**src/arcade_config.svh**
```systemverilog
/*
 * arcade io wrapper configuration
 * rom store geometry, store latency and keyboard scancodes
 */
`ifndef ARCADE_CONFIG_SVH
`define ARCADE_CONFIG_SVH

// ==========================================================================
// rom store geometry
// ==========================================================================
`define ROM_WORDS       24576   // 48 KiB of rom as 16-bit words
`define ROM_WORD_ABITS  15
`define SND_WORD_BASE   16384   // sound board rom starts here
`define CPU_BYTE_ABITS  15
`define SND_BYTE_ABITS  14

// cycles from a req seen by the store to its ack
`define STORE_WAIT      2

// ==========================================================================
// ps/2 set 2 scancodes
// ==========================================================================
`define KEY_UP      8'h75   // cursor up
`define KEY_DOWN    8'h72   // cursor down
`define KEY_FIRE    8'h29   // space
`define KEY_BOMB    8'h11   // alt
`define KEY_COIN    8'h76   // esc
`define KEY_START1  8'h05   // f1
`define KEY_START2  8'h06   // f2

`endif

```
**src/arcade_pkg.sv**
```systemverilog
/*
 * arcade io shared types
 * rom word views, memory request command and player control word
 */
`default_nettype none

`include "arcade_config.svh"

package arcade_pkg;

	// two byte lanes of one rom word, hi is lane 1
	typedef struct packed {
		logic [7:0] hi;
		logic [7:0] lo;
	} rom_bytes_t;

	// one rom word, seen whole or as two lanes
	typedef union packed {
		logic [15:0] word;      // for moving data around
		rom_bytes_t  bytes;     // for lane writes and byte selection
	} rom_word_u;

	// one request on a four-phase req/ack link
	typedef struct packed {
		logic                       we;     // 1 = write
		logic [1:0]                 be;     // byte enables, bit 1 = hi lane
		logic [`ROM_WORD_ABITS-1:0] addr;   // word address
		rom_word_u                  wdata;
	} mem_req_t;

	// control word handed to the core
	typedef struct packed {
		logic up;
		logic down;
		logic fire;
		logic bomb;
		logic coin;
		logic start1;
		logic start2;
	} player_ctrl_t;

endpackage

`default_nettype wire

```
**src/control_mapper.sv**
```systemverilog
/*
 * control mapper
 * latches keyboard make/break codes and merges them with both
 * joysticks into one registered player control word
 */
`timescale 1ns/10ps
`default_nettype none

`include "arcade_config.svh"

module control_mapper (
	input  wire                        clk_sys,
	input  wire                        rst_n,
	input  wire                        key_strobe,
	input  wire                        key_pressed,
	input  wire [7:0]                  key_code,
	input  wire [7:0]                  joystick_0,
	input  wire [7:0]                  joystick_1,
	output arcade_pkg::player_ctrl_t   ctrl
);

	arcade_pkg::player_ctrl_t keys;       // key latches
	arcade_pkg::player_ctrl_t keys_nxt;
	arcade_pkg::player_ctrl_t joy;

	// key latch update, unknown codes leave everything alone
	always_comb begin
		keys_nxt = keys;
		if (key_strobe) begin
			case (key_code)
				`KEY_UP:     keys_nxt.up     = key_pressed;
				`KEY_DOWN:   keys_nxt.down   = key_pressed;
				`KEY_FIRE:   keys_nxt.fire   = key_pressed;
				`KEY_BOMB:   keys_nxt.bomb   = key_pressed;
				`KEY_COIN:   keys_nxt.coin   = key_pressed;
				`KEY_START1: keys_nxt.start1 = key_pressed;
				`KEY_START2: keys_nxt.start2 = key_pressed;
				default: ;
			endcase
		end
	end

	// either stick drives the same player
	always_comb begin
		joy      = '0;
		joy.up   = joystick_0[3] | joystick_1[3];
		joy.down = joystick_0[2] | joystick_1[2];
		joy.fire = joystick_0[4] | joystick_1[4];
		joy.bomb = joystick_0[5] | joystick_1[5];
	end

	always_ff @(posedge clk_sys) begin
		if (!rst_n) begin
			keys <= '0;
			ctrl <= '0;
		end else begin
			keys <= keys_nxt;
			ctrl <= keys_nxt | joy;   // one cycle from strobe or stick
		end
	end

endmodule

`default_nettype wire

```
**config.mk**
```make
export PLATFORM = sky130hd
export DESIGN_NAME = control_mapper
export DESIGN_NICKNAME = d
export VERILOG_FILES = /design/src/arcade_pkg.sv /design/src/control_mapper.sv
export VERILOG_INCLUDE_DIRS = /design/src /design/src/src
export SDC_FILE = /design/constraint.sdc
export NUM_CORES = 1
export LEC_CHECK = 0
export ABC_CLOCK_PERIOD_IN_PS = 2350
export BUFFER_PORTS_ARGS = -buffer_cell sky130_fd_sc_hd__buf_2
export CAP_MARGIN = 20
export CORE_MARGIN = 5
export CORE_UTILIZATION = 37
export DETAILED_ROUTE_END_ITERATION = 7
export PLACE_DENSITY = 0.74
export SYNTH_ARGS = -nofsm -noshare
export SYNTH_HDL_FRONTEND = slang
export SYNTH_SLANG_ARGS = --single-unit
```
**constraint.sdc**
```tcl
create_clock -name clk_sys -period 2.35 [get_ports clk_sys]
set_clock_uncertainty 0.1 [all_clocks]
set_input_delay 0.3525 -clock clk_sys [delete_from_list [all_inputs] [get_ports clk_sys]]
set_output_delay 0.3525 -clock clk_sys [all_outputs]
set_load 0.1 [all_outputs]
```
==> out/metrics.csv <==
metric,value,unit
result of the run,finished clean,
"synthesized-area fraction occupied by ao, oa, aoi and oai cells",16.0,%
final worst path period share,62.4,%
relative area change from synthesis to final layout,25.6,%
Port Buffers,26,
"Worst Setup Slack, final",884,ps
remaining number of nets flagged by the antenna check after routing,0,
Clock power frac,32.1,%
cells along the critical path,buf_2,
share of Yosys cell area claimed by the top area cell type,37.6,%
maximum clock rate,0.682,GHz
post-synthesis mux area share,6.84,%
slack of the worst reg-to-reg path,1350,ps
CTS tree,yes,
register bit total from synthesis,11,
clock latency of the later-clocked register in the worst-skew pair,270,ps
met1 track utilization from global routing,14.0,%
violation count after the first detailed-route iteration,1,
quantity of hold-fixing buffers added after cts,0,
dominant combinational cell family by area after synthesis,simple AND/OR/NAND/NOR gates,
GR met3 Demand/Resource,2.11,%
Critical Path End Type,primary output,
number of gates resized after CTS,0,
Routed wire per std cell,12.2,um
setup total negative slack,0,ps
number of enable-type register cells in the synthesized netlist,0,
number of unique standard cell types used by synthesis,30,
category of the critical setup timing path,flip-flop to primary output,
parity-gate share of the synthesized area counting xor and xnor cells,0,%
met2 Use GR,19.7,%
total clock sinks,11,
post-route minimum period,1470,ps
Post-Syn Nets,90,
async set-reset flop share out of synthesis,0,%
H-tree depth reported by CTS,1,
Via-to-Cell Ratio,5.26,
TritonCTS Buffers,3,
synth top area cells,"sky130_fd_sc_hd__dfxtp_1 (38%), sky130_fd_sc_hd__mux2i_1 (6.8%), sky130_fd_sc_hd__nand4b_4 (4.1%)",
arrival time reported for the critical path endpoint,1010,ps
mapped cell area,586,um2
number of synthesis warnings,0,
Final #Nets,117,
largest buffer count on any clock path,2,
"commonest non-fill, non-tap cell in the layout",sky130_fd_sc_hd__buf_2,
max-capacitance violation count,0,
total congestion overflow,0,
critical path depth,1,
critical-path maximum fanout,2,
worst ir drop on vdd,0.000254,V
number of placement rows,14,
total via count after detailed routing,547,
setup repair after global routing missed its margin,false,
aggregate global-route resource usage,12.0,%
Root Buffer,sky130_fd_sc_hd__clkbuf_4,
Ant. Diodes,0,
Post-Syn Instances,62,
most crowded layer after global routing,met2,
Power Internal,0.000282,W
P_leak,0.334,nW
Initial Utilization,38.9,%
"commonest cells after routing, fill and taps aside","sky130_fd_sc_hd__buf_2 (26), sky130_fd_sc_hd__dfxtp_1 (11), sky130_fd_sc_hd__inv_1 (5), sky130_fd_sc_hd__nand2_1 (5), sky130_fd_sc_hd__mux2i_1 (4)",
number of global-route vias before repair,562,
Adder-Cell Fraction of Synth Area,0,%
Slew HR,58.5,%
WP buf/inv,1,
sequential group share of total power,46.8,%
final-report max-slew violation count,0,
num ports,35,
first-pass GRT wire length,2350,um
final wirelength,1270,um
hpwl dp,1030,um
number of endpoints failing setup at the final stage,0,
net load switching power,0.000128,W
worst stage delay on the critical path,420,ps
actual transition at the worst max-transition pin,614,ps
hold path depth,2,
count of fill cells added during filler insertion,156,
pin count of the biggest net entering global routing,12,
family with the most delay on the worst path,buffers and inverters,
sequential cell area fraction in the yosys report,37.6,%
die span in x,49.8,um
count of endpoints failing hold in the final timing report,0,
initial antenna violation count,0,
placement-stage worst setup slack,687,ps
switching part of the total,31.1,%
tightest hold margin,208,ps
required time of the worst setup path,1900,ps
die height,49.8,um
DRC violations left,0,
logic depth of the worst register-to-register path,3,
post-synthesis cell type with the largest combined area,sky130_fd_sc_hd__dfxtp_1,
Std-Cell Core Area,1510,um2
class of the tightest hold or removal check,input pin to flip-flop,
area enclosed by the die boundary,2480,um2
share of post-route cells with drive strength above 1,37.5,%
dominant synthesized flop cell,sky130_fd_sc_hd__dfxtp_1,
# Post-CTS Setup Buffers,0,
simple-gate share of the synthesized area,31.8,%
part of the power in combinational logic,21.1,%
clock-pin transition on the worst setup and hold timing paths,70,ps
power per cell area,557,nW/um2
average instance area after synthesis,9.44,um2
startpoint types,flip-flop,
length of the first detailed-routing pass in iterations,3,
final weighted congestion of routability-driven global placement,0.739,
Worst path slowest cell,sky130_fd_sc_hd__buf_2,
-- state kept, by name, indices dropped and copies added, names as in the netlist --
| register | cells |
|---|---|
| keys | 4 |
| ctrl | 7 |
-- cells by family after synthesis --
kind of cell,Yosys count
buf+inv,9
flops,11
compound gates,11
simple gates,27
mux,4
-- cell usage after synthesis, types with 2 or more instances --
cell                       count
sky130_fd_sc_hd__or3_1         2
sky130_fd_sc_hd__nor2_1        2
sky130_fd_sc_hd__nand2_1       5
sky130_fd_sc_hd__buf_4         3
sky130_fd_sc_hd__inv_1         5
sky130_fd_sc_hd__o21a_1        2
sky130_fd_sc_hd__mux2i_1       4
sky130_fd_sc_hd__nor4_1        3
sky130_fd_sc_hd__nor3_1        2
sky130_fd_sc_hd__nand2b_1      2
sky130_fd_sc_hd__dfxtp_1      11
sky130_fd_sc_hd__a31oi_1       2
sky130_fd_sc_hd__o41a_1        2
-- through the flow --
step | instance area (um2) | total power, W | cells | utilization (%)
after CTS | 736 | 0.000418 | 104 | 48.8
final | 736 | 0.000410 | 104 | 48.8
after floorplan | 586 | 0.000252 | 62 | -
after global routing | 736 | 0.000436 | 104 | 48.8
after global placement | 709 | 0.000283 | 100 | 47.1
after detailed placement | 709 | 0.000283 | 100 | 47.1
-- power groups by stage --
stage / Clock [W] / Sequential, W / Combinational [W]
floorplan: 0 / 0.000230 / 0.0000215
global placement: 0 / 0.000196 / 0.0000865
detailed placement: 0 / 0.000196 / 0.0000868
CTS: 0.000139 / 0.000192 / 0.0000870
global route: 0.000150 / 0.000193 / 0.0000935
finish: 0.000131 / 0.000192 / 0.0000865
-- final cells by class --
type | instances | area [um2] | area share (%)
Multi-Input combinational cell | 42 | 320 | 43.5
Sequential cell | 11 | 220 | 29.9
Timing Repair Buffer | 26 | 130 | 17.7
Clock buffer | 4 | 26.3 | 3.57
Tap cell | 16 | 20.0 | 2.72
Inverter | 5 | 18.8 | 2.55
-- routing by layer --
metal	vias up	part of all wire (%)
met5	-	0
met2	13	50
met4	0	1.1
met3	2	3.9
met1	246	45
li1	286	-
-- final timing paths --
check / end / startpoint
worst max register to register: ctrl[3] / keys[3]
worst max-delay path: ctrl[2] / ctrl[2]
worst min-delay path: ctrl[6] / joystick_0[3]
worst min register to register: ctrl[1] / ctrl[1]
No activity file was read; power rests on OpenSTA's default activity.
