**config.mk**
```make
export PLATFORM = sky130hd
export DESIGN_NAME = rom_loader
export DESIGN_NICKNAME = d
export VERILOG_FILES = /design/src/arcade_pkg.sv /design/src/rom_loader.sv
export VERILOG_INCLUDE_DIRS = /design/src /design/src/src
export SDC_FILE = /design/constraint.sdc
export NUM_CORES = 1
export LEC_CHECK = 0
export ABC_AREA = 0
export BUFFER_PORTS_ARGS = -buffer_cell sky130_fd_sc_hd__buf_4
export CAP_MARGIN = 20
export CORE_ASPECT_RATIO = 1.5
export CORE_MARGIN = 2
export CORE_UTILIZATION = 43
export CTS_CLUSTER_DIAMETER = 40
export CTS_CLUSTER_SIZE = 20
export DETAILED_ROUTE_END_ITERATION = 12
export PLACE_DENSITY = 0.81
export SYNTH_ARGS = -nofsm -noshare
export SYNTH_HDL_FRONTEND = slang
export SYNTH_SLANG_ARGS = --single-unit
```
**constraint.sdc**
```tcl
create_clock -name clk_sys -period 2.55 [get_ports clk_sys]
set_clock_uncertainty 0.15 [all_clocks]
set_input_delay 0.255 -clock clk_sys [delete_from_list [all_inputs] [get_ports clk_sys]]
set_output_delay 0.255 -clock clk_sys [all_outputs]
set_load 0.01 [all_outputs]
```
**src/arcade_config.svh**
```systemverilog
/*
 * arcade io wrapper configuration
 * rom store geometry, store latency and keyboard scancodes
 */
`ifndef ARCADE_CONFIG_SVH
`define ARCADE_CONFIG_SVH

// ==========================================================================
// rom store geometry
// ==========================================================================
`define ROM_WORDS       24576   // 48 KiB of rom as 16-bit words
`define ROM_WORD_ABITS  15
`define SND_WORD_BASE   16384   // sound board rom starts here
`define CPU_BYTE_ABITS  15
`define SND_BYTE_ABITS  14

// cycles from a req seen by the store to its ack
`define STORE_WAIT      2

// ==========================================================================
// ps/2 set 2 scancodes
// ==========================================================================
`define KEY_UP      8'h75   // cursor up
`define KEY_DOWN    8'h72   // cursor down
`define KEY_FIRE    8'h29   // space
`define KEY_BOMB    8'h11   // alt
`define KEY_COIN    8'h76   // esc
`define KEY_START1  8'h05   // f1
`define KEY_START2  8'h06   // f2

`endif

```
**src/arcade_pkg.sv**
```systemverilog
/*
 * arcade io shared types
 * rom word views, memory request command and player control word
 */
`default_nettype none

`include "arcade_config.svh"

package arcade_pkg;

	// two byte lanes of one rom word, hi is lane 1
	typedef struct packed {
		logic [7:0] hi;
		logic [7:0] lo;
	} rom_bytes_t;

	// one rom word, seen whole or as two lanes
	typedef union packed {
		logic [15:0] word;      // for moving data around
		rom_bytes_t  bytes;     // for lane writes and byte selection
	} rom_word_u;

	// one request on a four-phase req/ack link
	typedef struct packed {
		logic                       we;     // 1 = write
		logic [1:0]                 be;     // byte enables, bit 1 = hi lane
		logic [`ROM_WORD_ABITS-1:0] addr;   // word address
		rom_word_u                  wdata;
	} mem_req_t;

	// control word handed to the core
	typedef struct packed {
		logic up;
		logic down;
		logic fire;
		logic bomb;
		logic coin;
		logic start1;
		logic start2;
	} player_ctrl_t;

endpackage

`default_nettype wire

```
**src/rom_loader.sv**
```systemverilog
/*
 * rom loader
 * turns the download byte stream into byte-lane store writes,
 * tracks rom_loaded and holds the core in reset until then
 */
`timescale 1ns/10ps
`default_nettype none

`include "arcade_config.svh"

module rom_loader (
	input  wire                        clk_sys,
	input  wire                        rst_n,
	input  wire                        ioctl_download,
	input  wire                        ioctl_wr,
	input  wire [`ROM_WORD_ABITS:0]    ioctl_addr,     // byte address
	input  wire [7:0]                  ioctl_dout,
	input  wire                        reset_req,
	input  wire                        mem_ack,
	output logic                       ioctl_ready,
	output logic                       mem_req,
	output arcade_pkg::mem_req_t       mem_cmd,
	output logic                       core_reset
);

	logic download_q;   // previous ioctl_download
	logic rom_loaded;
	logic wr_accept;

	// a byte only counts while a download runs and no write is pending
	assign wr_accept = ioctl_download & ioctl_wr & ioctl_ready;

	// ======================================================================
	// handshake and load status
	// ======================================================================
	always_ff @(posedge clk_sys) begin
		if (!rst_n) begin
			ioctl_ready <= 1'b1;
			mem_req     <= 1'b0;
			download_q  <= 1'b0;
			rom_loaded  <= 1'b0;
			core_reset  <= 1'b1;
		end else begin
			download_q <= ioctl_download;

			// a new download invalidates the image until it ends
			if (ioctl_download)
				rom_loaded <= 1'b0;
			else if (download_q)
				rom_loaded <= 1'b1;   // falling edge of download

			core_reset <= ~rom_loaded | reset_req;

			if (ioctl_ready) begin
				if (wr_accept) begin
					ioctl_ready <= 1'b0;
					mem_req     <= 1'b1;
				end
			end else if (mem_req) begin
				if (mem_ack)
					mem_req <= 1'b0;
			end else if (!mem_ack) begin
				ioctl_ready <= 1'b1;  // four phases done
			end
		end
	end

	// write command, byte copied to both lanes
	always_ff @(posedge clk_sys) begin
		if (wr_accept) begin
			mem_cmd.we         <= 1'b1;
			mem_cmd.be         <= ioctl_addr[0] ? 2'b10 : 2'b01;
			mem_cmd.addr       <= ioctl_addr[`ROM_WORD_ABITS:1];
			mem_cmd.wdata.word <= {ioctl_dout, ioctl_dout};
		end
	end

endmodule

`default_nettype wire

```
==> results of run 1 <==
-- area by class of cell --
class | instances | share of cell area
timing repair buffer | 92 | 0.427
inverter | 1 | 0.00211
clock buffer | 8 | 0.0275
multi-input combinational | 12 | 0.0479
tap | 23 | 0.0162
sequential | 30 | 0.479
-- Yosys cell counts (all sizes together) --
| library cell | n | area share |
|---|---|---|
| conb | 1 | 0.0037 |
| nor3b | 1 | 0.012 |
| and2 | 1 | 0.0062 |
| nor2 | 1 | 0.0037 |
| buf | 9 | 0.067 |
| nand2 | 1 | 0.0037 |
| nand3b | 1 | 0.0075 |
| o21ba | 1 | 0.0099 |
| inv | 1 | 0.0037 |
| o21ai | 2 | 0.014 |
| edfxtp | 25 | 0.75 |
| nor2b | 1 | 0.0062 |
| dfxtp | 5 | 0.099 |
| nand4 | 1 | 0.0062 |
| and3 | 1 | 0.011 |
-- layout by cell type, fill, tap and decap left out --
master,count
and2_1,1
o21ai_2,1
nand3b_1,1
o21ai_1,1
inv_1,1
nand4_1,1
dfxtp_1,5
edfxtp_1,25
clkbuf_4,5
nand2_1,1
nor2_1,1
buf_4,65
conb_1,1
dlygate4sd3_1,27
nor2b_1,1
and3_4,1
nor3b_2,1
clkbuf_1,3
o21ba_1,1
-- per-stage QoR --
stage	worst slack, ps	hold WS [ps]	utilization	total power, mW
6_report	1050	83.8	0.795	0.959
4_1_cts	1090	51.8	0.795	0.961
2_1_floorplan	1290	164	-	0.610
3_3_place_gp	1290	255	0.652	0.673
3_5_place_dp	1260	254	0.652	0.677
5_1_grt	998	79.6	0.795	0.994
-- power by group through the flow --
stage / logic (mW) / clock network [mW] / registers (mW)
floorplan: 0.0254 / 0 / 0.585
global placement: 0.0989 / 0 / 0.575
detailed placement: 0.102 / 0 / 0.575
CTS: 0.135 / 0.261 / 0.564
global route: 0.146 / 0.281 / 0.567
finish: 0.137 / 0.257 / 0.565
-- worst max-delay path, cell delays in order --
cell and delay, ps:
dlygate4sd3_1 540, buf_4 130, and3_4 410
-- cells by family after synthesis --
kind of cell | share of synthesized area
AO/OA/AOI/OAI | 0.0236
buffers and inverters | 0.0708
flip-flops | 0.845
other | 0.00372
AND/OR/NAND/NOR | 0.0571
-- final timing paths --
| path | cells past startpoint | start | to |
|---|---|---|---|
| hold / removal | 3 | mem_ack | ioctl_ready |
| setup / recovery | 3 | ioctl_download | mem_cmd[27] |
| setup reg to reg | 1 | ioctl_ready | mem_cmd[27] |
| hold reg to reg | 1 | rom_loaded | core_reset |
-- sequential cells by signal, indices dropped and copies added, names as in the netlist --
signal	flops
rom_loaded	1
ioctl_ready	1
download_q	1
core_reset	1
mem_cmd	25
mem_req	1
-- routing by layer --
| layer | global-route usage | wire length [µm] |
|---|---|---|
| met3 | 0.0573 | 155 |
| met2 | 0.313 | 1320 |
| met5 | 0 | 0 |
| met1 | 0.202 | 844 |
| met4 | 0.102 | 53 |
==> impl_metrics.csv, run 1 <==
group,metric,value,unit
run_status,status,"finished, final reports clean",
finish,drive_above_1_share,0.510,
sta,fin_crit,1500,ps
finish,syn_to_final_growth,76.3,%
clocking,cts_made_buffers,5,
sta,finalSetupTns,0,ps
critical_path,path_class,"in -> reg",
clocking,cts_resized,0,
drt,wire_per_inst,14.3,µm
logic_synthesis,yosysUniqueCellTypes,16,
clocking,clock_path_buffers,2,
finish,finalNetCount,172,
sta,rsz0062_at_grt,"false",
floorplanning,initial_utilization,0.451,
placed_design,dpl_cell_area,1460,µm²
global_route,grt_max_degree,27,
drt,viasPerCell,4.54,
floorplanning,die_width,43.5,µm
drt,wirelength,2.37,mm
logic_synthesis,ys_seq_area_frac,0.845,
drt,vias,753,
sta,hold_viol_final,0,
placed_design,post-place-cells,131,
power_and_ir_drop,p_int,753,µW
finish,final_cell_area,1780,µm²
placed_design,hpwl,1.44,mm
run,drv_cap,0,
floorplanning,core_area,2230,µm²
clocking,cts_tree,"built",
logic_synthesis,ys_warn_count,0,
logic_synthesis,netlist_instances,52,
global_route,grt_pass1_wl,3.64,mm
drt,drtAntennaViolNets,0,
finish,fill_cells,103,
sta,drv_slew,0,
sta,final-setup-viol-count,0,
power_and_ir_drop,p_clk_frac,0.268,
hold_path,hp-class,"in -> reg",
floorplanning,die_area,2750,µm²
global_route,grt_use_total,0.187,
clocking,htree_levels,2,
critical_path,ff2ff_setup_slack,1230,ps
drt,first_iter_violations,9,
placed_design,routabilityCongestion,0.659,
floorplanning,io-pin-count,67,
critical_path,worst-path-max-fanout,26,
power_and_ir_drop,p_leak,0.764,nW
logic_synthesis,syn_nets,82,
global_route,antenna_found_initial,0,
placed_design,io_buffers,65,
power_and_ir_drop,power.density,540,nW/µm²
sta,min_period_over_period,0.590,
global_route,grt_overflow_total,0,
clocking,clk_pin_slew,80,ps
finish,regArea,851,µm²
power_and_ir_drop,vdd_drop_max,0.391,mV
clocking,root_buffer,"clkbuf_4",
power_and_ir_drop,power_switching,206,µW
clocking,clk-insertion-delay-late,320,ps
logic_synthesis,syn_area,1010,µm²
global_route,grt_pass1_vias,815,
logic_synthesis,ys_ff_latch,30,
clocking,cts-hold-fix-buffers,27,
critical_path,worstPathRequired,2390,ps
critical_path,cp-end-kind,"flop",
finish,multi_input_area,85.1,µm²
critical_path,cp-start-kind,"input pin",
finish,antennaDiodeCount,0,
clocking,cts_setup_buffers,0,
power_and_ir_drop,seqPwrFrac,0.589,
power_and_ir_drop,combinationalPowerShare,0.143,
sta,fmax,0.664,GHz
critical_path,cp.arrival,1340,ps
logic_synthesis,postSynthAreaPerCell,19.4,µm²
floorplanning,die_h,63.3,µm
floorplanning,rows,21,
finish,fin_cells,166,
power_and_ir_drop,p_sw_frac,0.215,
drt,drc_errors,0,
clocking,clock_sinks,30,
drt,drtPass1Iterations,2,
Power figures use the tool's default switching activity.
==> run 2, diff against run 1 <==
Settings changed: CORE_UTILIZATION 43 to 36, PLACE_DENSITY 0.81 to 0.72.
Clock period 2.55 ns to 1.2 ns, I/O delays scaled along.
==> run 2 against run 1 <==
- clock power grew to 2.8 times the previous value
- die area increased by 18%
- sequential cell count stayed put
- combinational power rose by 120%
- via count is 1.6% lower
- global-route usage decreased by 2.2 points
- final cell count rose by 11%
- critical path depth down 1
- worst hold slack improved by 3.3 ps
- total power is 130% higher
- wire length fell by 4.2%
==> impl_metrics.csv, run 2 (same netlist as run 1, synthesis figures left out) <==
group,metric,value,unit
sta,drv_slew,0,
sta,fin_crit,1180,ps
clocking,root_buffer,"clkbuf_8",
run_status,status,"finished, final reports clean",
power_and_ir_drop,power.density,1190,nW/µm²
critical_path,cp-start-kind,"flop",
sta,fmax,0.851,GHz
global_route,grt_max_degree,17,
critical_path,critPathBufInv,1,
placed_design,routabilityCongestion,0.634,
sta,hold_viol_final,0,
floorplanning,die_h,68.8,µm
finish,finalNetCount,177,
drt,drtPass1Iterations,3,
placed_design,dpl_cell_area,1510,µm²
drt,drtAntennaViolNets,0,
floorplanning,die_area,3250,µm²
drt,wirelength,2.27,mm
hold_path,hold_depth,3,
critical_path,cpLargestDelayFamily,"flip-flops",
power_and_ir_drop,vdd_drop_max,0.883,mV
finish,largest_reg_flops,25,
finish,final_common_cell,"buf_4",
clocking,clock_path_buffers,2,
critical_path,worst-path-max-fanout,16,
clocking,htree_levels,2,
finish,fill_cells,176,
floorplanning,rows,23,
critical_path,rr_worst_depth,2,
drt,vias,741,
drt,drc_errors,0,
sta,final-setup-viol-count,0,
critical_path,critical_path_depth,2,
placed_design,io_buffers,65,
critical_path,cpPeakStageDelay,360,ps
global_route,grt_pass1_vias,783,
global_route,antenna_found_initial,0,
clocking,clk_pin_slew,60,ps
placed_design,post-place-cells,148,
clocking,clock_sinks,30,
finish,regArea,855,µm²
drt,wire_per_inst,12.3,µm
critical_path,cp.arrival,1010,ps
hold_path,hp-class,"in -> reg",
placed_design,hpwl,1.61,mm
critical_path,worstPathRequired,1040,ps
finish,syn_to_final_growth,87.1,%
critical_path,path_class,"reg -> reg",
finish,antennaDiodeCount,0,
clocking,cts_tree,"built",
finish,multi_input_area,85.1,µm²
global_route,grt_pass1_wl,3.32,mm
finish,regMostFlops,"mem_cmd",
power_and_ir_drop,p_leak,0.807,nW
clocking,cts_resized,0,
run,drv_cap,0,
critical_path,cp-end-kind,"flop",
drt,first_iter_violations,9,
sta,finalSetupTns,0,ps
sta,min_period_over_period,0.980,
sta,rsz0062_at_grt,"false",
finish,fin_cells,185,
floorplanning,io-pin-count,67,
floorplanning,initial_utilization,0.376,
finish,final_cell_mix,"67 x buf_4, 29 x dlygate4sd3_1, 25 x edfxtp_1",
finish,final_cell_area,1880,µm²
power_and_ir_drop,p_total,2.24,mW
clocking,cts_made_buffers,5,
floorplanning,die_width,47.2,µm
critical_path,path_cells,"and3_4 -> buf_12",
global_route,grt_overflow_total,0,
drt,viasPerCell,4.01,
finish,drive_above_1_share,0.527,
clocking,clk-insertion-delay-late,280,ps
global_route,grt_use_total,0.164,
floorplanning,core_area,2680,µm²
critical_path,critPathSlowestCell,"dfxtp_4",
## run 2: changes by cell type in the layout (fill, tap and decap cells not counted)
cell | before | now
dfxtp_1 | 5 | 4
clkinv_2 | 0 | 1
clkbuf_1 | 3 | 1
clkbuf_8 | 0 | 5
dfxtp_4 | 0 | 1
buf_12 | 0 | 1
clkinv_1 | 0 | 1
clkbuf_4 | 5 | 0
dlygate4sd3_1 | 27 | 29
buf_4 | 65 | 67
## run 2: area by class of cell
class                   count  share of cell area
clock buffers               6              0.0385
flip-flops and latches     30               0.454
well taps                  37              0.0246
repair buffers             97               0.432
inverters                   1             0.00199
clock inverters             2             0.00465
multi-input cells          12              0.0452
## run 2: path summary, 6_finish.rpt
check	from	endpoint	slack, ps
worst max-delay path	ioctl_ready	mem_cmd[25]	20
worst min-delay path	ioctl_download	ioctl_ready	90
worst max register to register	ioctl_ready	mem_cmd[25]	20
worst min register to register	rom_loaded	core_reset	270
## run 2: what timing repair did
item                                   CTS  global route
buffers inserted                         0             0
hold buffers                            29             0
endpoints found under the hold margin   30             0
setup endpoints to repair                0            14
## run 2: worst reg2reg max path, cell delays in order (launching register included)
cell and delay (ps):
dfxtp_4 360, and3_4 220, buf_12 150
## run 2: power breakdown
| part | internal (mW) | leakage (nW) | switching [mW] |
|---|---|---|---|
| Clock | 0.397 | 0.0426 | 0.336 |
| Combinational | 0.202 | 0.490 | 0.105 |
| Sequential | 1.18 | 0.274 | 0.0187 |
| Total | 1.78 | 0.807 | 0.459 |
## run 2: stage by stage
step / hold WS [ps] / worst slack, ps / utilization
floorplan: 28.7 / 8.40 / -
global placement: 149 / 40.3 / 0.565
detailed placement: 149 / 28.8 / 0.565
CTS: 78.8 / 13.6 / 0.704
global route: 84.5 / 0.296 / 0.704
finish: 87.1 / 24.2 / 0.704
## run 2: layer usage
layer / routed length (µm) / vias up / GRT usage
li1: - / 368 / -
met1: 655 / 335 / 0.120
met2: 1420 / 33 / 0.308
met3: 112 / 5 / 0.0547
met4: 82 / 0 / 0.135
met5: 0 / - / 0
