<file path="config.mk">
export PLATFORM = sky130hd
export DESIGN_NAME = rom_port_arbiter
export DESIGN_NICKNAME = d
export VERILOG_FILES = /design/src/arcade_pkg.sv /design/src/rom_port_arbiter.sv
export VERILOG_INCLUDE_DIRS = /design/src /design/src/src
export SDC_FILE = /design/constraint.sdc
export NUM_CORES = 1
export LEC_CHECK = 0
export BUFFER_PORTS_ARGS = -buffer_cell sky130_fd_sc_hd__buf_2
export CAP_MARGIN = 20
export CORE_MARGIN = 2
export CORE_UTILIZATION = 47
export CTS_BUF_LIST = sky130_fd_sc_hd__clkbuf_2
export DETAILED_ROUTE_END_ITERATION = 16
export GPL_TIMING_DRIVEN = 1
export PLACE_DENSITY = 0.86
export RECOVER_POWER = 25
export SKIP_CTS_REPAIR_TIMING = 1
export SLEW_MARGIN = 15
export SYNTH_ARGS = -nofsm -noshare
export SYNTH_HDL_FRONTEND = slang
export SYNTH_SLANG_ARGS = --single-unit
</file>
<file path="constraint.sdc">
create_clock -name clk_sys -period 3.95 [get_ports clk_sys]
set_clock_uncertainty 0.05 [all_clocks]
set_input_delay 0.79 -clock clk_sys [delete_from_list [all_inputs] [get_ports clk_sys]]
set_output_delay 0.79 -clock clk_sys [all_outputs]
set_load 0.005 [all_outputs]
</file>
<file path="src/arcade_config.svh">
/*
 * arcade io wrapper configuration
 * rom store geometry, store latency and keyboard scancodes
 */
`ifndef ARCADE_CONFIG_SVH
`define ARCADE_CONFIG_SVH

// ==========================================================================
// rom store geometry
// ==========================================================================
`define ROM_WORDS       24576   // 48 KiB of rom as 16-bit words
`define ROM_WORD_ABITS  15
`define SND_WORD_BASE   16384   // sound board rom starts here
`define CPU_BYTE_ABITS  15
`define SND_BYTE_ABITS  14

// cycles from a req seen by the store to its ack
`define STORE_WAIT      2

// ==========================================================================
// ps/2 set 2 scancodes
// ==========================================================================
`define KEY_UP      8'h75   // cursor up
`define KEY_DOWN    8'h72   // cursor down
`define KEY_FIRE    8'h29   // space
`define KEY_BOMB    8'h11   // alt
`define KEY_COIN    8'h76   // esc
`define KEY_START1  8'h05   // f1
`define KEY_START2  8'h06   // f2

`endif

</file>
<file path="src/arcade_pkg.sv">
/*
 * arcade io shared types
 * rom word views, memory request command and player control word
 */
`default_nettype none

`include "arcade_config.svh"

package arcade_pkg;

	// two byte lanes of one rom word, hi is lane 1
	typedef struct packed {
		logic [7:0] hi;
		logic [7:0] lo;
	} rom_bytes_t;

	// one rom word, seen whole or as two lanes
	typedef union packed {
		logic [15:0] word;      // for moving data around
		rom_bytes_t  bytes;     // for lane writes and byte selection
	} rom_word_u;

	// one request on a four-phase req/ack link
	typedef struct packed {
		logic                       we;     // 1 = write
		logic [1:0]                 be;     // byte enables, bit 1 = hi lane
		logic [`ROM_WORD_ABITS-1:0] addr;   // word address
		rom_word_u                  wdata;
	} mem_req_t;

	// control word handed to the core
	typedef struct packed {
		logic up;
		logic down;
		logic fire;
		logic bomb;
		logic coin;
		logic start1;
		logic start2;
	} player_ctrl_t;

endpackage

`default_nettype wire

</file>
<file path="src/rom_port_arbiter.sv">
/*
 * rom port arbiter
 * shares the store between the loader and two fetch ports,
 * fixed priority loader > cpu > sound, one grant per four phases
 */
`timescale 1ns/10ps
`default_nettype none

module rom_port_arbiter (
	input  wire                        clk_sys,
	input  wire                        rst_n,
	input  wire                        ld_req,
	input  arcade_pkg::mem_req_t       ld_cmd,
	input  wire                        cpu_req,
	input  arcade_pkg::mem_req_t       cpu_cmd,
	input  wire                        snd_req,
	input  arcade_pkg::mem_req_t       snd_cmd,
	input  wire                        st_ack,
	input  arcade_pkg::rom_word_u      st_rdata,
	output logic                       ld_ack,
	output logic                       cpu_ack,
	output arcade_pkg::rom_word_u      cpu_rdata,
	output logic                       snd_ack,
	output arcade_pkg::rom_word_u      snd_rdata,
	output logic                       st_req,
	output arcade_pkg::mem_req_t       st_cmd
);

	localparam logic [1:0] G_LD  = 2'd0;
	localparam logic [1:0] G_CPU = 2'd1;
	localparam logic [1:0] G_SND = 2'd2;

	logic       busy;       // a grant is in progress
	logic [1:0] gnt;
	logic       win_req;
	logic       win_ack;

	// winner's side of its link
	always_comb begin
		case (gnt)
			G_LD: begin
				win_req = ld_req;
				win_ack = ld_ack;
			end
			G_CPU: begin
				win_req = cpu_req;
				win_ack = cpu_ack;
			end
			default: begin
				win_req = snd_req;
				win_ack = snd_ack;
			end
		endcase
	end

	// ======================================================================
	// grant and handshake relay
	// ======================================================================
	always_ff @(posedge clk_sys) begin
		if (!rst_n) begin
			busy    <= 1'b0;
			gnt     <= G_LD;
			st_req  <= 1'b0;
			ld_ack  <= 1'b0;
			cpu_ack <= 1'b0;
			snd_ack <= 1'b0;
		end else begin
			if (!busy) begin
				if (ld_req || cpu_req || snd_req) begin
					busy   <= 1'b1;
					st_req <= 1'b1;
					if (ld_req)
						gnt <= G_LD;
					else if (cpu_req)
						gnt <= G_CPU;
					else
						gnt <= G_SND;
				end
			end else begin
				st_req <= win_req;            // follows the winner's req
				if (win_ack && !st_ack)
					busy <= 1'b0;             // winner's ack drops now
			end

			ld_ack  <= busy && (gnt == G_LD)  && st_ack;
			cpu_ack <= busy && (gnt == G_CPU) && st_ack;
			snd_ack <= busy && (gnt == G_SND) && st_ack;
		end
	end

	// command and read data, no reset
	always_ff @(posedge clk_sys) begin
		if (!busy) begin
			if (ld_req)
				st_cmd <= ld_cmd;
			else if (cpu_req)
				st_cmd <= cpu_cmd;
			else
				st_cmd <= snd_cmd;
		end
		if (busy && st_ack && !win_ack) begin
			if (gnt == G_CPU)
				cpu_rdata <= st_rdata;
			if (gnt == G_SND)
				snd_rdata <= st_rdata;
		end
	end

endmodule

`default_nettype wire

</file>
==> reports/summary.txt, run 1 <==
RUN STATUS
---------------------------------------------------------------------------------
Outcome                                                              finished, violations left
Violated checks                                                      capacitance limit, slew limit

YOSYS
---------------------------------------------------------------------------------
Flops & latches, synth                                                         73
Number of different library cells in the post-synthesis netlist                21
Synthesized-area fraction occupied by ao, oa, aoi and oai cells            0.0721
Largest family of logic cells by synthesized area                    multiplexers
Number of standard cells after synthesis                                      218
Adder-cell area share of the yosys netlist                                      0
Synthesized area per cell                                               13.8 um^2
Yosys synthesis warning count                                                   0
Mux cell area share after synthesis                                         0.123
Synthesized net count                                                         342
Share of the synthesized netlist area taken by xor and xnor gates               0
Post-synthesis instance area                                            3020 um^2
Fraction of the yosys area taken by sequential cells                        0.703
Simple-Gate Fraction of Synth Area                                         0.0700

STA
---------------------------------------------------------------------------------
Setup repair after global routing missed its margin                            no
Final count of hold timing violations                                           0
Headroom to the max-slew limit                                             -0.712
Setup WS post-layout                                                      1070 ps
Max-slew violation count                                                       39
Setup TNS after final layout                                                 0 ps
Endpoints failing setup                                                         0
Transition time of the tightest slew-check pin                            2570 ps
Fmax                                                                    0.347 GHz
Final period util                                                           0.730
Final min period                                                          2880 ps

FLOORPLANNING
---------------------------------------------------------------------------------
Die boundary height                                                       84.2 um
Number of standard-cell rows in the floorplan                                  29
Initial core utilization                                                    0.481
Count of boundary I/O pins                                                    194
Area enclosed by the die boundary                                       7080 um^2
Die Span X                                                                84.2 um
Std-Cell Core Area                                                      6280 um^2

PLACE
---------------------------------------------------------------------------------
Final Wtd Congestion                                                        0.786
Post-Place Worst Slack                                                    1600 ps
Port Buf Inserts                                                              193
HPWL after detailed placement                                             5.46 mm

POWER
---------------------------------------------------------------------------------
Clock network power share                                                   0.272
Switching power of the nets                                                370 uW
Relative contribution of sequential cells to total power                    0.597
Leakage Power                                                          0.00192 uW
Post-layout total power                                                   1510 uW
Maximum VDD drop                                                         0.174 mV
Combinational Power Share                                                   0.131
Ratio of total power to cell area                                     363 nW/um^2
Internal Power                                                            1140 uW
Share of total power consumed by net switching                              0.245

WORST SETUP PATH
---------------------------------------------------------------------------------
Critical path, cell by cell                                          clkbuf_1 -> mux2i_1 -> o21ai_1
Depth of the most critical reg-to-reg path                                      4
Slowest Stage Delay on Critical Path                                      1790 ps
Required time of the critical path                                        4120 ps
Max stage delay cell, worst path                                     sky130_fd_sc_hd__clkbuf_1
Startpoint of the worst register-to-register path                            busy
Worst Setup SP                                                            cpu_req
Critical path type                                                      in -> reg
Terminus of the critical flop-to-flop path                           snd_rdata[12]
WP data arrival                                                           3050 ps
Nature of the critical path endpoint                                    flip-flop
Register-to-register setup slack                                          2030 ps
Critical path peak fanout                                                      38
Worst setup SP type                                                     input pin

FLOW RUN
---------------------------------------------------------------------------------
Max_cap viols                                                                   1

CTS
---------------------------------------------------------------------------------
Clock latency at the later pin of the worst-skew pair                      470 ps
Clock Sinks                                                                    73
Clock tree root driver cell                                          sky130_fd_sc_hd__clkbuf_2
Register clock-pin slew on the reported worst setup and hold paths         200 ps
Clock tree from TritonCTS                                                    done
Num CTS Buffers                                                                 9
H-tree level count                                                              3
Number of buffers on the longest clock path                                     2

GLOBAL ROUTE
---------------------------------------------------------------------------------
Vias in the first global route                                               2381
Met1 capacity usage during global routing                                   0.232
Most heavily used metal layer in global routing                              met2
Met3 routing resource usage after global routing                           0.0649
Maximum number of pins on one net before global-route repair                   73
GRT overflow                                                                    0
Wire length of the first global-routing pass                              11.1 mm
Aggregate global-route resource usage                                       0.202
Number of antenna violations at the first check in global routing               0
Met2 capacity usage during global routing                                   0.345

DETAILED ROUTING
---------------------------------------------------------------------------------
Final routed wire length divided by cell count                            14.3 um
Number of nets with antenna violations after detailed routing                   0
DRC violation count after routing                                               0
Total wire length                                                         7.08 mm
Via density                                                                  4.94
Initial detailed-routing violation count                                       95
Total number of vias                                                         2451
Detailed-routing iteration count for the pre-antenna-repair pass                4

LAYOUT
---------------------------------------------------------------------------------
Nets                                                                          538
Multi-input combinational cell area                                      801 um^2
Synth-to-layout area growth                                                 37.4%
Most common cell after layout, fill and taps aside                   sky130_fd_sc_hd__buf_2
Fraction of layout cells with a size suffix above 1                         0.484
Commonest cells after routing, fill and taps aside                   182 x sky130_fd_sc_hd__buf_2, 66 x sky130_fd_sc_hd__edfxtp_1, 38 x sky130_fd_sc_hd__nand2_1
Final antenna diode count                                                       0
Fillcell total                                                                484
Area used by sequential logic in the layout                             2120 um^2

WORST HOLD PATH
---------------------------------------------------------------------------------
Launch instance of the worst min-delay path                           st_rdata[9]
Class of the worst hold path                                            in -> reg
Worst hold path stage count                                                     1
Endpoint with the worst hold slack                                   snd_rdata[9]

==> worst max path at each step <==
stage / endpoint / slack (ps) / cells past startpoint
after detailed placement: st_cmd[26] / 1600 / 3
after floorplan: cpu_rdata[0] / 1620 / 3
after global placement: snd_rdata[3] / 1590 / 3
final: st_cmd[26] / 1070 / 3
after CTS: st_cmd[2] / 2010 / 1
after global routing: st_cmd[24] / 1040 / 3
==> Yosys cell counts <==
| library cell | number | area [um^2] |
|---|---|---|
| sky130_fd_sc_hd__or4_4 | 1 | 11.3 |
| sky130_fd_sc_hd__nor2b_1 | 1 | 6.26 |
| sky130_fd_sc_hd__o21ai_1 | 35 | 175 |
| sky130_fd_sc_hd__o21ai_2 | 1 | 8.76 |
| sky130_fd_sc_hd__or3_1 | 1 | 6.26 |
| sky130_fd_sc_hd__a31oi_1 | 1 | 6.26 |
| sky130_fd_sc_hd__o21ai_0 | 1 | 5.00 |
| sky130_fd_sc_hd__nand3_1 | 1 | 5.00 |
| sky130_fd_sc_hd__buf_6 | 4 | 45.0 |
| sky130_fd_sc_hd__nor3_1 | 1 | 5.00 |
| sky130_fd_sc_hd__buf_2 | 8 | 40.0 |
| sky130_fd_sc_hd__a21o_1 | 1 | 7.51 |
| sky130_fd_sc_hd__nor2_1 | 6 | 22.5 |
| sky130_fd_sc_hd__edfxtp_1 | 66 | 1980 |
| sky130_fd_sc_hd__dfxtp_1 | 7 | 140 |
| sky130_fd_sc_hd__nand2_1 | 38 | 143 |
| sky130_fd_sc_hd__nand2b_1 | 2 | 12.5 |
| sky130_fd_sc_hd__a21oi_1 | 3 | 15.0 |
| sky130_fd_sc_hd__inv_1 | 3 | 11.3 |
| sky130_fd_sc_hd__mux2_1 | 1 | 11.3 |
| sky130_fd_sc_hd__mux2i_1 | 36 | 360 |
==> power by group through the flow <==
stage,logic (uW),clock network [uW],registers (uW)
detailed placement,196,0,918
finish,198,410,900
global placement,188,0,917
CTS,197,422,900
floorplan,79.8,0,922
global route,220,462,904
==> critical path: cells and delay by family <==
| kind | cells | cell delay [ps] |
|---|---|---|
| AO/OA/AOI/OAI | 1 | 90 |
| buffers and inverters | 1 | 1790 |
| multiplexers | 1 | 350 |
==> metal layers <==
layer	share of wire	wire length, um
met1	0.37	2630
met3	0.099	704
met2	0.51	3600
met5	0	0
met4	0.020	142
==> cell families (layout without fill, tap and decap cells) <==
group	count (synthesis)	after routing
compound gates	42	42
buf+inv	15	216
flops	73	73
mux	37	37
simple gates	51	51
==> metrics by stage <==
| step | cell area [um^2] | hold slack, ps | std cells | utilization |
|---|---|---|---|---|
| after floorplan | 3020 | 434 | 218 | - |
| after global placement | 4010 | 453 | 478 | 0.639 |
| after detailed placement | 4020 | 453 | 479 | 0.640 |
| after CTS | 4130 | 397 | 495 | 0.659 |
| after global routing | 4150 | 368 | 496 | 0.661 |
| final | 4150 | 447 | 496 | 0.661 |
==> state kept, by name, indices dropped and copies added, names as in the netlist <==
register	flops
cpu_ack	1
st_cmd	34
cpu_rdata	16
gnt	2
snd_rdata	16
st_req	1
busy	1
snd_ack	1
ld_ack	1
==> cell type report <==
cell class | count | area share
well taps | 77 | 0.0232
clock inverters | 7 | 0.0169
clock buffers | 9 | 0.0109
inverters | 3 | 0.00271
multi-input cells | 130 | 0.193
flip-flops and latches | 73 | 0.512
repair buffers | 197 | 0.242
No activity file was read; power rests on OpenSTA's default activity.
==> inputs of run 2 (changes only) <==
--- a/config.mk
+++ b/config.mk
@@ -9,11 +9,11 @@
 export BUFFER_PORTS_ARGS = -buffer_cell sky130_fd_sc_hd__buf_2
 export CAP_MARGIN = 20
 export CORE_MARGIN = 2
-export CORE_UTILIZATION = 47
+export CORE_UTILIZATION = 39
 export CTS_BUF_LIST = sky130_fd_sc_hd__clkbuf_2
 export DETAILED_ROUTE_END_ITERATION = 16
 export GPL_TIMING_DRIVEN = 1
-export PLACE_DENSITY = 0.86
+export PLACE_DENSITY = 0.76
 export RECOVER_POWER = 25
 export SKIP_CTS_REPAIR_TIMING = 1
 export SLEW_MARGIN = 15
==> constraint.sdc (replaced) <==
create_clock -name clk_sys -period 2.6 [get_ports clk_sys]
set_clock_uncertainty 0.05 [all_clocks]
set_input_delay 0.52 -clock clk_sys [delete_from_list [all_inputs] [get_ports clk_sys]]
set_output_delay 0.52 -clock clk_sys [all_outputs]
set_load 0.005 [all_outputs]
==> run 2 against run 1 <==
The run now ends clean. Via count down 1.4%. Routed wire length down 2.5%. Total power is 64% higher. Core utilization is 11 points lower. Sequential share of layout area decreased by 0.86 points. Final area is 1.7% higher. Critical endpoint is now st_cmd[19]. Highest routed layer unchanged.
==> reports/summary.txt, run 2 (synthesized netlist as in run 1, its figures left out) <==
RUN STATUS
---------------------------------------------------------------------------------
Outcome                                                              finished, final reports clean

CTS
---------------------------------------------------------------------------------
Clock Sinks                                                                    73   unchanged
Num CTS Buffers                                                                 9   unchanged
Number of buffers on the longest clock path                                     2   unchanged
Register clock-pin slew on the reported worst setup and hold paths         210 ps   about the same
H-tree level count                                                              3   unchanged
Clock tree from TritonCTS                                                    done
Clock tree root driver cell                                          sky130_fd_sc_hd__clkbuf_2
Clock latency at the later pin of the worst-skew pair                      490 ps   +20 ps

FLOORPLANNING
---------------------------------------------------------------------------------
Std-Cell Core Area                                                      7610 um^2   +21%
Die Span X                                                                92.0 um   +9.3%
Area enclosed by the die boundary                                       8460 um^2   +19%
Number of standard-cell rows in the floorplan                                  32   +10%
Initial core utilization                                                    0.397   -0.0841
Die boundary height                                                       92.0 um   +9.3%
Count of boundary I/O pins                                                    194   unchanged

POWER
---------------------------------------------------------------------------------
Leakage Power                                                          0.00194 uW   +0.92%
Ratio of total power to cell area                                     587 nW/um^2   +61%
Maximum VDD drop                                                         0.275 mV   +58%

WORST SETUP PATH
---------------------------------------------------------------------------------
Required time of the critical path                                        2660 ps   -1460 ps
Nature of the critical path endpoint                                    flip-flop
Critical path, cell by cell                                          inv_1 -> clkbuf_1
Worst setup SP type                                                     flip-flop
Critical path type                                                     reg -> reg
Max stage delay cell, worst path                                     sky130_fd_sc_hd__clkbuf_1
Slowest Stage Delay on Critical Path                                       760 ps   -1030 ps
WP data arrival                                                           1780 ps   -1270 ps
Critical path peak fanout                                                      18   -53%

STA
---------------------------------------------------------------------------------
Setup repair after global routing missed its margin                            no
Max-slew violation count                                                        0   -100%
Endpoints failing setup                                                         0   unchanged
Final min period                                                          1710 ps
Headroom to the max-slew limit                                              0.297   +1.01
Setup TNS after final layout                                                 0 ps   unchanged
Transition time of the tightest slew-check pin                            1060 ps   -1510 ps
Fmax                                                                    0.583 GHz
Final period util                                                           0.659
Final count of hold timing violations                                           0   unchanged

DETAILED ROUTING
---------------------------------------------------------------------------------
Detailed-routing iteration count for the pre-antenna-repair pass                6   +2
Number of nets with antenna violations after detailed routing                   0   unchanged
Final routed wire length divided by cell count                            13.2 um   -7.3%
Total wire length                                                         6.90 mm   -2.5%
Via density                                                                  4.63   -6.3%
Initial detailed-routing violation count                                       66   -31%
DRC violation count after routing                                               0   unchanged
Total number of vias                                                         2417   -1.4%

GLOBAL ROUTE
---------------------------------------------------------------------------------
Maximum number of pins on one net before global-route repair                   41   -44%
Aggregate global-route resource usage                                       0.165   -0.0367
Wire length of the first global-routing pass                              10.6 mm   -4.7%
Vias in the first global route                                               2274   -4.5%
Number of antenna violations at the first check in global routing               0   unchanged
GRT overflow                                                                    0   unchanged

PLACE
---------------------------------------------------------------------------------
Port Buf Inserts                                                              193   unchanged
Final Wtd Congestion                                                        0.740   -5.9%
HPWL after detailed placement                                             5.50 mm   +0.70%

WORST HOLD PATH
---------------------------------------------------------------------------------
Class of the worst hold path                                            in -> reg

LAYOUT
---------------------------------------------------------------------------------
Area used by sequential logic in the layout                             2120 um^2   unchanged
Number of flip-flops in the largest register                                   34   unchanged
Multi-input combinational cell area                                      801 um^2   unchanged
Top Registers                                                        st_cmd (34), cpu_rdata (16), snd_rdata (16)
Synth-to-layout area growth                                                 39.7%
Fraction of layout cells with a size suffix above 1                         0.483   -0.00115
Fillcell total                                                                656   +36%
Post-layout util                                                            0.555   -0.106
Commonest cells after routing, fill and taps aside                   182 x sky130_fd_sc_hd__buf_2, 66 x sky130_fd_sc_hd__edfxtp_1, 38 x sky130_fd_sc_hd__nand2_1
Nets                                                                          539   +0.19%
Final antenna diode count                                                       0   unchanged
Largest register by flop count                                             st_cmd
Most common cell after layout, fill and taps aside                   sky130_fd_sc_hd__buf_2

FLOW RUN
---------------------------------------------------------------------------------
Max_cap viols                                                                   0   -1

==> run 2: layer usage <==
metal,share of wire,GRT usage,wire (um)
met5,0,0,0
met4,0.020,0.0721,137
met3,0.11,0.0641,789
met2,0.49,0.277,3350
met1,0.38,0.188,2630
==> run 2: power breakdown <==
group          internal (uW)  total [uW]  switching (uW)
clock network            425         815             390
registers               1350        1370            18.9
logic                    151         294             142
total                   1920        2480             551
==> run 2: final timing paths <==
kind / cells after the start / slack, ps / startpoint / end
max: 2 / 890 / busy / st_cmd[19]
min: 1 / 150 / st_rdata[2] / cpu_rdata[2]
max reg2reg: 2 / 890 / busy / st_cmd[19]
min reg2reg: 2 / 490 / st_req / st_req
==> run 2: worst max-delay path, delay by kind of cell, from the launching register on <==
kind	cells	cell delay (ps)
flops	1	420
buf+inv	2	850
==> run 2: cell type report <==
type                       count  area share
sequential                    73       0.503
timing repair buffer         198       0.236
multi-input combinational    130       0.190
tap                          102      0.0302
clock inverter                 6      0.0267
clock buffer                  10      0.0119
inverter                       3     0.00267
==> run 2: through the flow <==
stage	area, um^2	power [uW]	hold slack (ps)	cells	setup WS, ps
final	4220	2480	151	522	886
after floorplan	3020	1520	434	218	539
after detailed placement	4080	1700	467	506	539
after global placement	4080	1690	452	506	579
after global routing	4220	2590	61.9	522	664
after CTS	4240	2510	108	522	893
==> inputs of run 3 (changes only) <==
==> constraint.sdc (replaced) <==
create_clock -name clk_sys -period 1.5 [get_ports clk_sys]
set_clock_uncertainty 0.05 [all_clocks]
set_input_delay 0.3 -clock clk_sys [delete_from_list [all_inputs] [get_ports clk_sys]]
set_output_delay 0.3 -clock clk_sys [all_outputs]
set_load 0.005 [all_outputs]
==> run 3 against run 2 <==
Register-to-register slack worse by 800 ps. Largest power group unchanged. Non-clock buffer count is 37 higher. Critical path depth is 1 lower. Highest routed layer unchanged. Via count is 6.0% higher. Total power is 70% higher. Largest cell class unchanged. Final area is 8.4% higher. First-iteration DRC count is 71% higher. Sequential cell count stayed put. Combinational power is 100% higher. Sequential power is 72% higher. Die area stayed put. Global-route usage is 1.5 points higher.
==> reports/summary.txt, run 3 (synthesized netlist as in run 1, its figures left out) <==
RUN STATUS
---------------------------------------------------------------------------------
Outcome                                                              finished, final reports clean

POWER
---------------------------------------------------------------------------------
Maximum VDD drop                                                         0.406 mV   +47%
Combinational Power Share                                                   0.141   +0.022
Relative contribution of sequential cells to total power                    0.561   +0.009
Leakage Power                                                          0.00207 uW   +7.0%
Clock network power share                                                   0.298   -0.031
Share of total power consumed by net switching                              0.238   +0.0155
Ratio of total power to cell area                                     922 nW/um^2   +57%
Switching power of the nets                                               1000 uW   +82%
Internal Power                                                            3210 uW   +67%

CTS
---------------------------------------------------------------------------------
Register clock-pin slew on the reported worst setup and hold paths         210 ps   about the same
Clock Sinks                                                                    73   unchanged
Clock tree from TritonCTS                                                    done
Num CTS Buffers                                                                 9   unchanged
Number of buffers on the longest clock path                                     2   unchanged
Clock tree root driver cell                                          sky130_fd_sc_hd__clkbuf_2
H-tree level count                                                              3   unchanged
Clock latency at the later pin of the worst-skew pair                      490 ps   about the same

DETAILED ROUTING
---------------------------------------------------------------------------------
Initial detailed-routing violation count                                      113   +71%
Final routed wire length divided by cell count                            14.2 um   +7.0%
DRC violation count after routing                                               0   unchanged
Detailed-routing iteration count for the pre-antenna-repair pass                5   -1
Via density                                                                  4.58   -0.98%
Total wire length                                                         7.91 mm   +15%
Number of nets with antenna violations after detailed routing                   0   unchanged
Total number of vias                                                         2563   +6.0%

LAYOUT
---------------------------------------------------------------------------------
Number of standard cells in the layout, taps in and fillers out               559   +7.1%
Final antenna diode count                                                       0   unchanged
Number of flip-flops in the largest register                                   34   unchanged
Fraction of layout cells with a size suffix above 1                         0.466   -0.0173
Top Registers                                                        st_cmd (34), cpu_rdata (16), snd_rdata (16)
Post-layout util                                                            0.601   +0.0467
Nets                                                                          576   +6.9%
Final non-filler cell area                                              4570 um^2   +8.4%
Most common cell after layout, fill and taps aside                   sky130_fd_sc_hd__buf_2
Synth-to-layout area growth                                                 51.5%
Largest register by flop count                                             st_cmd
Commonest cells after routing, fill and taps aside                   178 x sky130_fd_sc_hd__buf_2, 66 x sky130_fd_sc_hd__edfxtp_1, 38 x sky130_fd_sc_hd__nand2_1

STA
---------------------------------------------------------------------------------
Fmax                                                                    0.704 GHz
Setup TNS after final layout                                                 0 ps   unchanged
Final period util                                                           0.946
Headroom to the max-slew limit                                              0.309   +0.0122
Max-slew violation count                                                        0   unchanged
Setup WS post-layout                                                      80.4 ps   -805 ps
Final count of hold timing violations                                           0   unchanged
Transition time of the tightest slew-check pin                            1040 ps   -18.3 ps
Setup repair after global routing missed its margin                           yes
Endpoints failing setup                                                         0   unchanged
Final min period                                                          1420 ps

WORST SETUP PATH
---------------------------------------------------------------------------------
Family with the most delay on the worst path                           flip-flops
Required time of the critical path                                        1150 ps   -1510 ps
Slowest Stage Delay on Critical Path                                       440 ps   -320 ps
WP data arrival                                                           1070 ps   -710 ps
Depth of the most critical reg-to-reg path                                      4   +2
Critical path peak fanout                                                       1   -17
Worst setup SP type                                                     flip-flop
Critical path type                                                     reg -> out
Buf+Inv Stages, Crit Path                                                       1   -1
Max stage delay cell, worst path                                     sky130_fd_sc_hd__edfxtp_1
Startpoint of the worst register-to-register path                            busy
Register-to-register setup slack                                            90 ps   -800 ps
Terminus of the critical flop-to-flop path                           cpu_rdata[2]
Critical path, cell by cell                                                 buf_2
Nature of the critical path endpoint                                  output port

FLOORPLANNING
---------------------------------------------------------------------------------
Count of boundary I/O pins                                                    194   unchanged
Initial core utilization                                                    0.397   unchanged
Number of standard-cell rows in the floorplan                                  32   unchanged
Std-Cell Core Area                                                      7610 um^2   unchanged
Area enclosed by the die boundary                                       8460 um^2   unchanged
Die boundary height                                                       92.0 um   unchanged
Die Span X                                                                92.0 um   unchanged

GLOBAL ROUTE
---------------------------------------------------------------------------------
GRT overflow                                                                    0   unchanged
Number of antenna violations at the first check in global routing               0   unchanged
Aggregate global-route resource usage                                       0.180   +0.0151
Maximum number of pins on one net before global-route repair                   41   unchanged
Wire length of the first global-routing pass                              11.5 mm   +8.7%
Vias in the first global route                                               2378   +4.6%

WORST HOLD PATH
---------------------------------------------------------------------------------
Endpoint with the worst hold slack                                     st_cmd[19]
Launch instance of the worst min-delay path                            ld_cmd[19]
Class of the worst hold path                                            in -> reg
Worst hold path stage count                                                     3   +2

PLACE
---------------------------------------------------------------------------------
Port Buf Inserts                                                              193   unchanged
Post-Place Worst Slack                                                    18.8 ps   -521 ps
HPWL after detailed placement                                             5.82 mm   +5.8%
Dpl cells                                                                     514   +1.6%
Placed Area                                                             4180 um^2   +2.5%
Final Wtd Congestion                                                        0.812   +9.7%

FLOW RUN
---------------------------------------------------------------------------------
Max_cap viols                                                                   0   unchanged

run 3: cell types whose count changed in the layout (fill, tap and decap cells not counted), sizes merged:
cell         previous run  this run
inv                     5         4
bufinv                  3         2
clkinvlp                0         1
dlygate4sd3             0        29
clkbuf                 23        26
buf                   185       189
clkinv                  1         3
run 3: power groups by stage:
stage	sequential (uW)	clock (uW)	combinational [uW]
global route	2380	1380	662
finish	2360	1260	595
global placement	2410	0	540
CTS	2370	1300	555
floorplan	2430	0	211
detailed placement	2410	0	554
run 3: how the worst max path moves through the flow:
stage,slack (ps),cells after the start,end,startpoint
final,80,1,snd_rdata[10],snd_rdata[10]
after global routing,-20,1,st_cmd[25],st_cmd[25]
after CTS,20,1,cpu_ack,cpu_ack
after detailed placement,20,5,cpu_rdata[7],st_ack
after global placement,20,5,cpu_rdata[2],st_ack
after floorplan,9,3,cpu_rdata[0],busy
run 3: metal layers:
layer,GRT usage,share of wire,routed length [um]
met5,0,0,0
met4,0.0808,0.023,178
met3,0.0518,0.085,673
met2,0.319,0.51,4020
met1,0.201,0.38,3040
run 3: tightest hold or removal path: stages:
cell and delay (ps):
sky130_fd_sc_hd__buf_2 70, sky130_fd_sc_hd__nand2_1 40, sky130_fd_sc_hd__o21ai_0 60
run 3: metrics by stage:
| stage | hold slack, ps | power (uW) |
|---|---|---|
| after CTS | -111 | 4220 |
| after detailed placement | 425 | 2970 |
| after global routing | -2.77 | 4420 |
| after global placement | 417 | 2950 |
| after floorplan | 349 | 2640 |
| final | 25.6 | 4220 |
run 3: layout make-up:
class                           instances  area, um^2
Fill cell                             633        3030
Sequential cell                        73        2130
Timing Repair Buffer                  235        1350
Multi-Input combinational cell        130         816
Tap cell                              102         128
Clock inverter                          7        93.8
Clock buffer                            9        45.0
Inverter                                3        11.3
